## config.mk

```make
export PLATFORM = sky130hd
export DESIGN_NAME = cpu_core
export DESIGN_NICKNAME = d
export VERILOG_FILES = /design/src/verilog/cpu_pkg.sv /design/src/verilog/inst_port.sv /design/src/verilog/id.sv /design/src/verilog/regfile.sv /design/src/verilog/ex.sv /design/src/verilog/cpu_core.sv
export VERILOG_INCLUDE_DIRS = /design/src /design/src/verilog
export SDC_FILE = /design/constraint.sdc
export NUM_CORES = 2
export LEC_CHECK = 0
export BUFFER_PORTS_ARGS = -buffer_cell sky130_fd_sc_hd__clkbuf_2
export CAP_MARGIN = 20
export CORE_MARGIN = 5
export CORE_UTILIZATION = 40
export DETAILED_ROUTE_END_ITERATION = 7
export HOLD_SLACK_MARGIN = 0.1
export PLACE_DENSITY = 0.58
export SYNTH_ARGS = -nofsm -noshare
export SYNTH_HDL_FRONTEND = slang
export SYNTH_SLANG_ARGS = --single-unit
```

## constraint.sdc

```tcl
create_clock -name clk -period 2.9 [get_ports clk]
set_input_delay 0.58 -clock clk [delete_from_list [all_inputs] [get_ports clk]]
set_output_delay 0.58 -clock clk [all_outputs]
set_load 0.05 [all_outputs]
```

## src/verilog/cpu_settings.svh

```systemverilog
`ifndef CPU_SETTINGS_SVH
`define CPU_SETTINGS_SVH

// data path and instruction word
`define CPU_WORD_W 32

// register file geometry
`define CPU_REG_AW 5
`define CPU_REG_N  32

`define CPU_ZERO_WORD 32'h0000_0000

`endif

```

## src/verilog/cpu_pkg.sv

```systemverilog
`default_nettype none

`include "cpu_settings.svh"

package cpu_pkg;

    typedef enum logic [5:0] {
        OP_SPECIAL = 6'b000000,  // r-type, decoded by funct
        OP_ANDI    = 6'b001100,
        OP_ORI     = 6'b001101,
        OP_XORI    = 6'b001110,
        OP_LUI     = 6'b001111
    } opcode_e;

    typedef enum logic [5:0] {
        F_SLL = 6'b000000,
        F_SRL = 6'b000010,
        F_SRA = 6'b000011,
        F_AND = 6'b100100,
        F_OR  = 6'b100101,
        F_XOR = 6'b100110,
        F_NOR = 6'b100111
    } funct_e;

    typedef enum logic [3:0] {
        ALU_NOP, ALU_OR, ALU_AND, ALU_XOR, ALU_NOR,
        ALU_SLL, ALU_SRL, ALU_SRA, ALU_LUI
    } alu_op_e;

    typedef enum logic [1:0] {
        SEL_NOP, SEL_LOGIC, SEL_SHIFT
    } alu_sel_e;

    typedef struct packed {
        opcode_e                op;
        logic [`CPU_REG_AW-1:0] rs;
        logic [`CPU_REG_AW-1:0] rt;
        logic [`CPU_REG_AW-1:0] rd;
        logic [4:0]             shamt;
        funct_e                 funct;
    } r_fmt_t;

    typedef struct packed {
        opcode_e                op;
        logic [`CPU_REG_AW-1:0] rs;
        logic [`CPU_REG_AW-1:0] rt;
        logic [15:0]            imm;
    } i_fmt_t;

    // one instruction word, two views
    typedef union packed {
        r_fmt_t                 r;
        i_fmt_t                 i;
        logic [`CPU_WORD_W-1:0] raw;
    } inst_u;

    typedef struct packed {
        logic                   valid;
        alu_op_e                alu_op;
        alu_sel_e               alu_sel;
        logic [`CPU_WORD_W-1:0] op1;
        logic [`CPU_WORD_W-1:0] op2;
        logic [`CPU_REG_AW-1:0] waddr;
        logic                   we;
    } id_ex_t;

    typedef struct packed {
        logic                   valid;
        logic                   we;
        logic [`CPU_REG_AW-1:0] addr;
        logic [`CPU_WORD_W-1:0] data;
    } wb_t;

endpackage

`default_nettype wire

```

## src/verilog/inst_port.sv

```systemverilog
`timescale 1ns/1ps
`default_nettype none

module inst_port (
    input  logic            clk,
    input  logic            rst_i,
    input  logic            inst_req_i,
    input  cpu_pkg::inst_u  inst_i,
    output logic            inst_ack_o,
    output logic            inst_valid_o,
    output cpu_pkg::inst_u  inst_o
);

    logic           ack_q;
    logic           valid_q;
    cpu_pkg::inst_u inst_q;
    logic           take;

    // new transaction only when ack is low
    assign take = inst_req_i && !ack_q;

    always_ff @(posedge clk) begin
        if (rst_i) begin
            ack_q   <= 1'b0;
            valid_q <= 1'b0;
        end else begin
            valid_q <= take;                 // one cycle per handshake
            if (take) begin
                ack_q <= 1'b1;
            end else if (!inst_req_i) begin
                ack_q <= 1'b0;               // req dropped, release
            end
        end
    end

    always_ff @(posedge clk) begin
        if (take) begin
            inst_q <= inst_i;
        end
    end

    assign inst_ack_o   = ack_q;
    assign inst_valid_o = valid_q;
    assign inst_o       = inst_q;

endmodule

`default_nettype wire

```

## src/verilog/id.sv

```systemverilog
`timescale 1ns/1ps
`default_nettype none

`include "cpu_settings.svh"

module id (
    input  logic                   clk,
    input  logic                   rst_i,
    input  logic                   inst_valid_i,
    input  cpu_pkg::inst_u         inst_i,
    output logic [`CPU_REG_AW-1:0] raddr1_o,
    output logic [`CPU_REG_AW-1:0] raddr2_o,
    input  logic [`CPU_WORD_W-1:0] rdata1_i,
    input  logic [`CPU_WORD_W-1:0] rdata2_i,
    output cpu_pkg::id_ex_t        id_ex_o
);

    cpu_pkg::id_ex_t id_ex_d;
    cpu_pkg::id_ex_t id_ex_q;
    logic            is_rtype;

    assign is_rtype = (inst_i.r.op == cpu_pkg::OP_SPECIAL);

    // both views share rs/rt positions
    assign raddr1_o = inst_i.r.rs;
    assign raddr2_o = inst_i.r.rt;

    always_comb begin
        id_ex_d         = '0;
        id_ex_d.valid   = inst_valid_i;
        id_ex_d.alu_op  = cpu_pkg::ALU_NOP;
        id_ex_d.alu_sel = cpu_pkg::SEL_NOP;
        id_ex_d.waddr   = is_rtype ? inst_i.r.rd : inst_i.i.rt;

        if (inst_i.raw != `CPU_ZERO_WORD) begin
            case (inst_i.r.op)
                cpu_pkg::OP_SPECIAL: begin
                    id_ex_d.we = 1'b1;
                    case (inst_i.r.funct)
                        cpu_pkg::F_OR:  id_ex_d.alu_op = cpu_pkg::ALU_OR;
                        cpu_pkg::F_AND: id_ex_d.alu_op = cpu_pkg::ALU_AND;
                        cpu_pkg::F_XOR: id_ex_d.alu_op = cpu_pkg::ALU_XOR;
                        cpu_pkg::F_NOR: id_ex_d.alu_op = cpu_pkg::ALU_NOR;
                        cpu_pkg::F_SLL: id_ex_d.alu_op = cpu_pkg::ALU_SLL;
                        cpu_pkg::F_SRL: id_ex_d.alu_op = cpu_pkg::ALU_SRL;
                        cpu_pkg::F_SRA: id_ex_d.alu_op = cpu_pkg::ALU_SRA;
                        default:        id_ex_d.we     = 1'b0;  // unknown funct
                    endcase
                end
                cpu_pkg::OP_ORI: begin
                    id_ex_d.alu_op = cpu_pkg::ALU_OR;
                    id_ex_d.we     = 1'b1;
                end
                cpu_pkg::OP_ANDI: begin
                    id_ex_d.alu_op = cpu_pkg::ALU_AND;
                    id_ex_d.we     = 1'b1;
                end
                cpu_pkg::OP_XORI: begin
                    id_ex_d.alu_op = cpu_pkg::ALU_XOR;
                    id_ex_d.we     = 1'b1;
                end
                cpu_pkg::OP_LUI: begin
                    id_ex_d.alu_op = cpu_pkg::ALU_LUI;
                    id_ex_d.we     = 1'b1;
                end
                default: ;
            endcase
        end

        case (id_ex_d.alu_op)
            cpu_pkg::ALU_NOP: id_ex_d.alu_sel = cpu_pkg::SEL_NOP;
            cpu_pkg::ALU_SLL,
            cpu_pkg::ALU_SRL,
            cpu_pkg::ALU_SRA: id_ex_d.alu_sel = cpu_pkg::SEL_SHIFT;
            default:          id_ex_d.alu_sel = cpu_pkg::SEL_LOGIC;
        endcase

        // operand selection
        if (id_ex_d.alu_sel == cpu_pkg::SEL_SHIFT) begin
            id_ex_d.op1 = rdata2_i;                         // shift source is rt
            id_ex_d.op2 = {{(`CPU_WORD_W-5){1'b0}}, inst_i.r.shamt};
        end else if (is_rtype) begin
            id_ex_d.op1 = rdata1_i;
            id_ex_d.op2 = rdata2_i;
        end else if (id_ex_d.alu_op == cpu_pkg::ALU_LUI) begin
            id_ex_d.op1 = `CPU_ZERO_WORD;
            id_ex_d.op2 = {inst_i.i.imm, 16'h0000};
        end else begin
            id_ex_d.op1 = rdata1_i;
            id_ex_d.op2 = {{(`CPU_WORD_W-16){1'b0}}, inst_i.i.imm};  // zero extend
        end
    end

    always_ff @(posedge clk) begin
        id_ex_q <= id_ex_d;
        if (rst_i) begin
            id_ex_q.valid <= 1'b0;
            id_ex_q.we    <= 1'b0;
        end
    end

    assign id_ex_o = id_ex_q;

endmodule

`default_nettype wire

```

## src/verilog/regfile.sv

```systemverilog
`timescale 1ns/1ps
`default_nettype none

`include "cpu_settings.svh"

module regfile (
    input  logic                   clk,
    input  logic                   rst_i,
    input  logic [`CPU_REG_AW-1:0] raddr1_i,
    input  logic [`CPU_REG_AW-1:0] raddr2_i,
    output logic [`CPU_WORD_W-1:0] rdata1_o,
    output logic [`CPU_WORD_W-1:0] rdata2_o,
    input  cpu_pkg::wb_t           wb_i
);

    logic [`CPU_WORD_W-1:0] regs [`CPU_REG_N];
    logic                   wr_en;

    assign wr_en = wb_i.valid && wb_i.we && (wb_i.addr != '0);  // r0 never written

    always_ff @(posedge clk) begin
        if (rst_i) begin
            for (int k = 0; k < `CPU_REG_N; k++) begin
                regs[k] <= `CPU_ZERO_WORD;
            end
        end else if (wr_en) begin
            regs[wb_i.addr] <= wb_i.data;
        end
    end

    function automatic logic [`CPU_WORD_W-1:0] read_port(
        input logic [`CPU_REG_AW-1:0] addr
    );
        logic [`CPU_WORD_W-1:0] val;
        if (addr == '0) begin
            val = `CPU_ZERO_WORD;
        end else if (wr_en && (wb_i.addr == addr)) begin
            val = wb_i.data;                 // write-through
        end else begin
            val = regs[addr];
        end
        return val;
    endfunction

    always_comb begin
        rdata1_o = read_port(raddr1_i);
        rdata2_o = read_port(raddr2_i);
    end

endmodule

`default_nettype wire

```

## src/verilog/ex.sv

```systemverilog
`timescale 1ns/1ps
`default_nettype none

`include "cpu_settings.svh"

module ex (
    input  logic            clk,
    input  logic            rst_i,
    input  cpu_pkg::id_ex_t id_ex_i,
    output cpu_pkg::wb_t    wb_o
);

    logic [`CPU_WORD_W-1:0] logic_res;
    logic [`CPU_WORD_W-1:0] shift_res;
    logic [`CPU_WORD_W-1:0] alu_res;
    logic [4:0]             shift_cnt;
    cpu_pkg::wb_t           wb_d;
    cpu_pkg::wb_t           wb_q;

    assign shift_cnt = id_ex_i.op2[4:0];

    always_comb begin
        case (id_ex_i.alu_op)
            cpu_pkg::ALU_OR:  logic_res = id_ex_i.op1 | id_ex_i.op2;
            cpu_pkg::ALU_AND: logic_res = id_ex_i.op1 & id_ex_i.op2;
            cpu_pkg::ALU_XOR: logic_res = id_ex_i.op1 ^ id_ex_i.op2;
            cpu_pkg::ALU_NOR: logic_res = ~(id_ex_i.op1 | id_ex_i.op2);
            cpu_pkg::ALU_LUI: logic_res = id_ex_i.op2;       // immediate already shifted
            default:          logic_res = `CPU_ZERO_WORD;
        endcase
    end

    always_comb begin
        case (id_ex_i.alu_op)
            cpu_pkg::ALU_SLL: shift_res = id_ex_i.op1 << shift_cnt;
            cpu_pkg::ALU_SRL: shift_res = id_ex_i.op1 >> shift_cnt;
            cpu_pkg::ALU_SRA: shift_res = $signed(id_ex_i.op1) >>> shift_cnt;  // sign fill
            default:          shift_res = `CPU_ZERO_WORD;
        endcase
    end

    // result class select
    always_comb begin
        case (id_ex_i.alu_sel)
            cpu_pkg::SEL_LOGIC: alu_res = logic_res;
            cpu_pkg::SEL_SHIFT: alu_res = shift_res;
            default:            alu_res = `CPU_ZERO_WORD;
        endcase
    end

    always_comb begin
        wb_d.valid = id_ex_i.valid;
        wb_d.we    = id_ex_i.we;
        wb_d.addr  = id_ex_i.waddr;
        wb_d.data  = alu_res;
    end

    always_ff @(posedge clk) begin
        wb_q <= wb_d;
        if (rst_i) begin
            wb_q.valid <= 1'b0;
            wb_q.we    <= 1'b0;
        end
    end

    assign wb_o = wb_q;

endmodule

`default_nettype wire

```

## src/verilog/cpu_core.sv

```systemverilog
`timescale 1ns/1ps
`default_nettype none

`include "cpu_settings.svh"

module cpu_core (
    input  logic           clk,
    input  logic           rst_i,
    input  logic           inst_req_i,
    input  cpu_pkg::inst_u inst_i,
    output logic           inst_ack_o,
    output cpu_pkg::wb_t   wb_o
);

    logic                   inst_valid;
    cpu_pkg::inst_u         inst;
    logic [`CPU_REG_AW-1:0] raddr1;
    logic [`CPU_REG_AW-1:0] raddr2;
    logic [`CPU_WORD_W-1:0] rdata1;
    logic [`CPU_WORD_W-1:0] rdata2;
    cpu_pkg::id_ex_t        id_ex;
    cpu_pkg::wb_t           wb;

    inst_port u_inst_port (
        .clk          (clk),
        .rst_i        (rst_i),
        .inst_req_i   (inst_req_i),
        .inst_i       (inst_i),
        .inst_ack_o   (inst_ack_o),
        .inst_valid_o (inst_valid),
        .inst_o       (inst)
    );

    id u_id (
        .clk          (clk),
        .rst_i        (rst_i),
        .inst_valid_i (inst_valid),
        .inst_i       (inst),
        .raddr1_o     (raddr1),
        .raddr2_o     (raddr2),
        .rdata1_i     (rdata1),
        .rdata2_i     (rdata2),
        .id_ex_o      (id_ex)
    );

    regfile u_regfile (
        .clk      (clk),
        .rst_i    (rst_i),
        .raddr1_i (raddr1),
        .raddr2_i (raddr2),
        .rdata1_o (rdata1),
        .rdata2_o (rdata2),
        .wb_i     (wb)             // commit one cycle after ex
    );

    ex u_ex (
        .clk     (clk),
        .rst_i   (rst_i),
        .id_ex_i (id_ex),
        .wb_o    (wb)
    );

    assign wb_o = wb;

endmodule

`default_nettype wire

```

==> results.txt <==
Status: complete, but fails checks
Failing checks: setup timing
Htree depth: 4
Share of layout cells above drive strength 1: 0.272
Commonest non-fill, non-tap cell in the layout: edfxtp_1
Peak supply drop: 522 uV
Vias in the first global route: 49000
Tmin final: 2.93 ns
Clock-pin slew on the worst setup and hold paths: 0.06 ns
Synth unique cells: 82
Drt first pass iters: 6
Ys async rst share: 0
Peak fanout along the critical path: 8
Routed wire length on met2: 128000 um
Crit path launch type: register
Metal1 wirelength: 106000 um
Via count: 50700
Worst endpoint required time: 3.48 ns
Final GP Congestion: 1.00
Slew Viols, Final: 0
Final hold violations: 0
Setup violators final: 2
Worst-skew pair later-pin latency: 0.80 ns
# IOs: 75
Detail Placement HPWL: 199000 um
Final TNS setup: -0.0469 ns
Origin of the worst setup path: u_inst_port.inst_o[27]
Chip height: 416 um
Fin cells: 7634
Critical path type: register to register
Yosys warning total: 0
# fillers: 14300
Hold Crit Start: u_id.id_ex_o[1]
Post-layout util: 0.477
CTS max path bufs: 3
Setup ws final: -0.0307 ns
Nets: 5433
Clock Skew: 0.0333 ns
Reg2Reg Launch Point: u_inst_port.inst_o[27]
Num rows: 148
Synth Area per Inst: 13.2 um^2
Mapped Cells: 4982
Sequential area share after synthesis: 0.521
Share of the synthesized area in the top cell type: 0.482
Max Cap Viol: 0
Total GRT Usage: 0.329
Pwr Density: 576 nW/um^2
Worst min path class: register to register
Final ANT Viol Nets: 0
Crit-path slowest cell: or4_4
Commonest cells after routing, fill and taps aside: edfxtp_1 (1056), and2_1 (1001), mux4_2 (480), buf_4 (461), mux2i_1 (230)
Number of synthesized flops with an enable pin: 1056
Per-cell routed wire length: 38.3 um
Hold_ws: 0.327 ns
CP Capture Type: register
Top Metal Used: met5
RSZ-0062 raised after global routing: yes
Largest area contributor in the netlist: edfxtp_1
DR WL met3: 37700 um
CTS Root Cell: clkbuf_16
Largest net degree at the start of global routing: 53
Total Wirelength: 293000 um
Area grow syn2layout: 18.3%
Synth Cell Area: 65800 um^2
1st-iter DRT viols: 8986
DIE AREA: 173000 um^2
Ys flop type: edfxtp_1
Worst slew pin tran: 1.31 ns
Worst Path Buf+Inv: 2
Initial Utilization: 0.403
Via density: 6.64
Crit path arrival time: 3.51 ns
Period utilization: 1.01
Max transition margin: 0.121
Core Region: 163000 um^2
Max frequency: 341 MHz
DP Cell Count: 7311
Initial antenna violation count: 34
Port Buf Inserts: 74
Leak: 0.0287 uW
Delay-heaviest family, CP: simple AND/OR/NAND/NOR gates
First-pass GRT wire length: 398000 um
Area contributors post-synth: edfxtp_1 (48%), mux4_2 (16%), and2_1 (9.5%)
CTS tree: yes
Chip Width: 416 um
Sequence of cells on the critical path: or4_4 -> nor4b_4 -> o311ai_4 -> and2_4 -> buf_12 -> buf_4 -> o211ai_1 -> o31ai_4
Number of CTS-inserted buffers: 137
DRC viols: 0
CP max stage delay: 0.59 ns
Global route overflow: 0
#FFs+latches synth: 1184
# clock sinks: 1184
flip-flops by register name (all words and copies together), names as in the netlist, named ones only:
register                  count
u_id.id_ex_o                 77
u_inst_port.inst_ack_o        1
u_ex.wb_o                    39
u_inst_port.inst_o           32
u_regfile.regs             1024
u_inst_port.inst_valid_o      1
worst paths after layout:
check                     endpoint  slack [ns]  cells after the start
hold reg to reg      u_ex.wb_o[32]        0.33                      0
setup / recovery  u_id.id_ex_o[61]       -0.03                      8
hold / removal       u_ex.wb_o[32]        0.33                      0
setup reg to reg  u_id.id_ex_o[61]       -0.03                      8
synth_stat cells (15+ instances only):
master and instances:
a211oi_1 28, a21oi_1 82, a221o_1 15, a221oi_1 78, a22o_1 52, a22oi_1 158
and2_1 1001, buf_1 44, buf_2 77, clkbuf_1 365, dfxtp_1 128, edfxtp_1 1056
ha_1 67, inv_1 67, mux2_2 39, mux2i_1 232, mux4_2 480, nand2_1 168
nand3_1 52, nand4_1 51, nor2_1 172, nor2b_1 31, nor3_1 37, o211ai_1 37
o21ai_0 156, o22ai_1 46, or2_2 37
report_power, final:
part           internal, uW  switching [uW]
Clock                  9600            7510
Sequential            19200             835
Combinational          3270            4400
logic make-up after synthesis:
family	synth area share
buf+inv	0.0349
simple gates	0.142
other cells	0.0000570
fa+ha+maj	0.0127
xor+xnor	0.00160
flops	0.521
mux	0.206
compound gates	0.0811
stage by stage:
stage	setup WS (ns)	total power (uW)	area, um^2
floorplan	0.287	24100	65900
global placement	-0.451	27600	72800
detailed placement	-0.436	27600	72800
CTS	0.00538	44600	77500
global route	-0.0296	45800	77800
finish	-0.0307	44800	77800
layer usage:
layer	GRT usage	vias up
met5	0.00500	-
met4	0.195	18
met3	0.0958	979
met2	0.490	4074
met1	0.426	25800
li1	-	19800
repair_timing:
action / CTS / global route
buffers inserted: 3 / 19
endpoints found under the setup margin: 8 / 15
resized for setup: 13 / 16
pin swaps: 1 / 5
endpoints found under the hold margin: 40 / 0
hold buffers: 33 / 0
gates cloned: 0 / 1
cell type report:
| class | instances | area, um^2 | share of cell area |
|---|---|---|---|
| antenna | 20 | 50.0 | 0.000643 |
| tap | 2175 | 2720 | 0.0350 |
| multi-input combinational | 3257 | 29800 | 0.382 |
| inverter | 73 | 275 | 0.00354 |
| clock buffer | 178 | 3660 | 0.0471 |
| clock inverter | 69 | 636 | 0.00817 |
| timing repair buffer | 678 | 6390 | 0.0821 |
| sequential | 1184 | 34300 | 0.441 |
No activity file was read; power rests on OpenSTA's default activity.
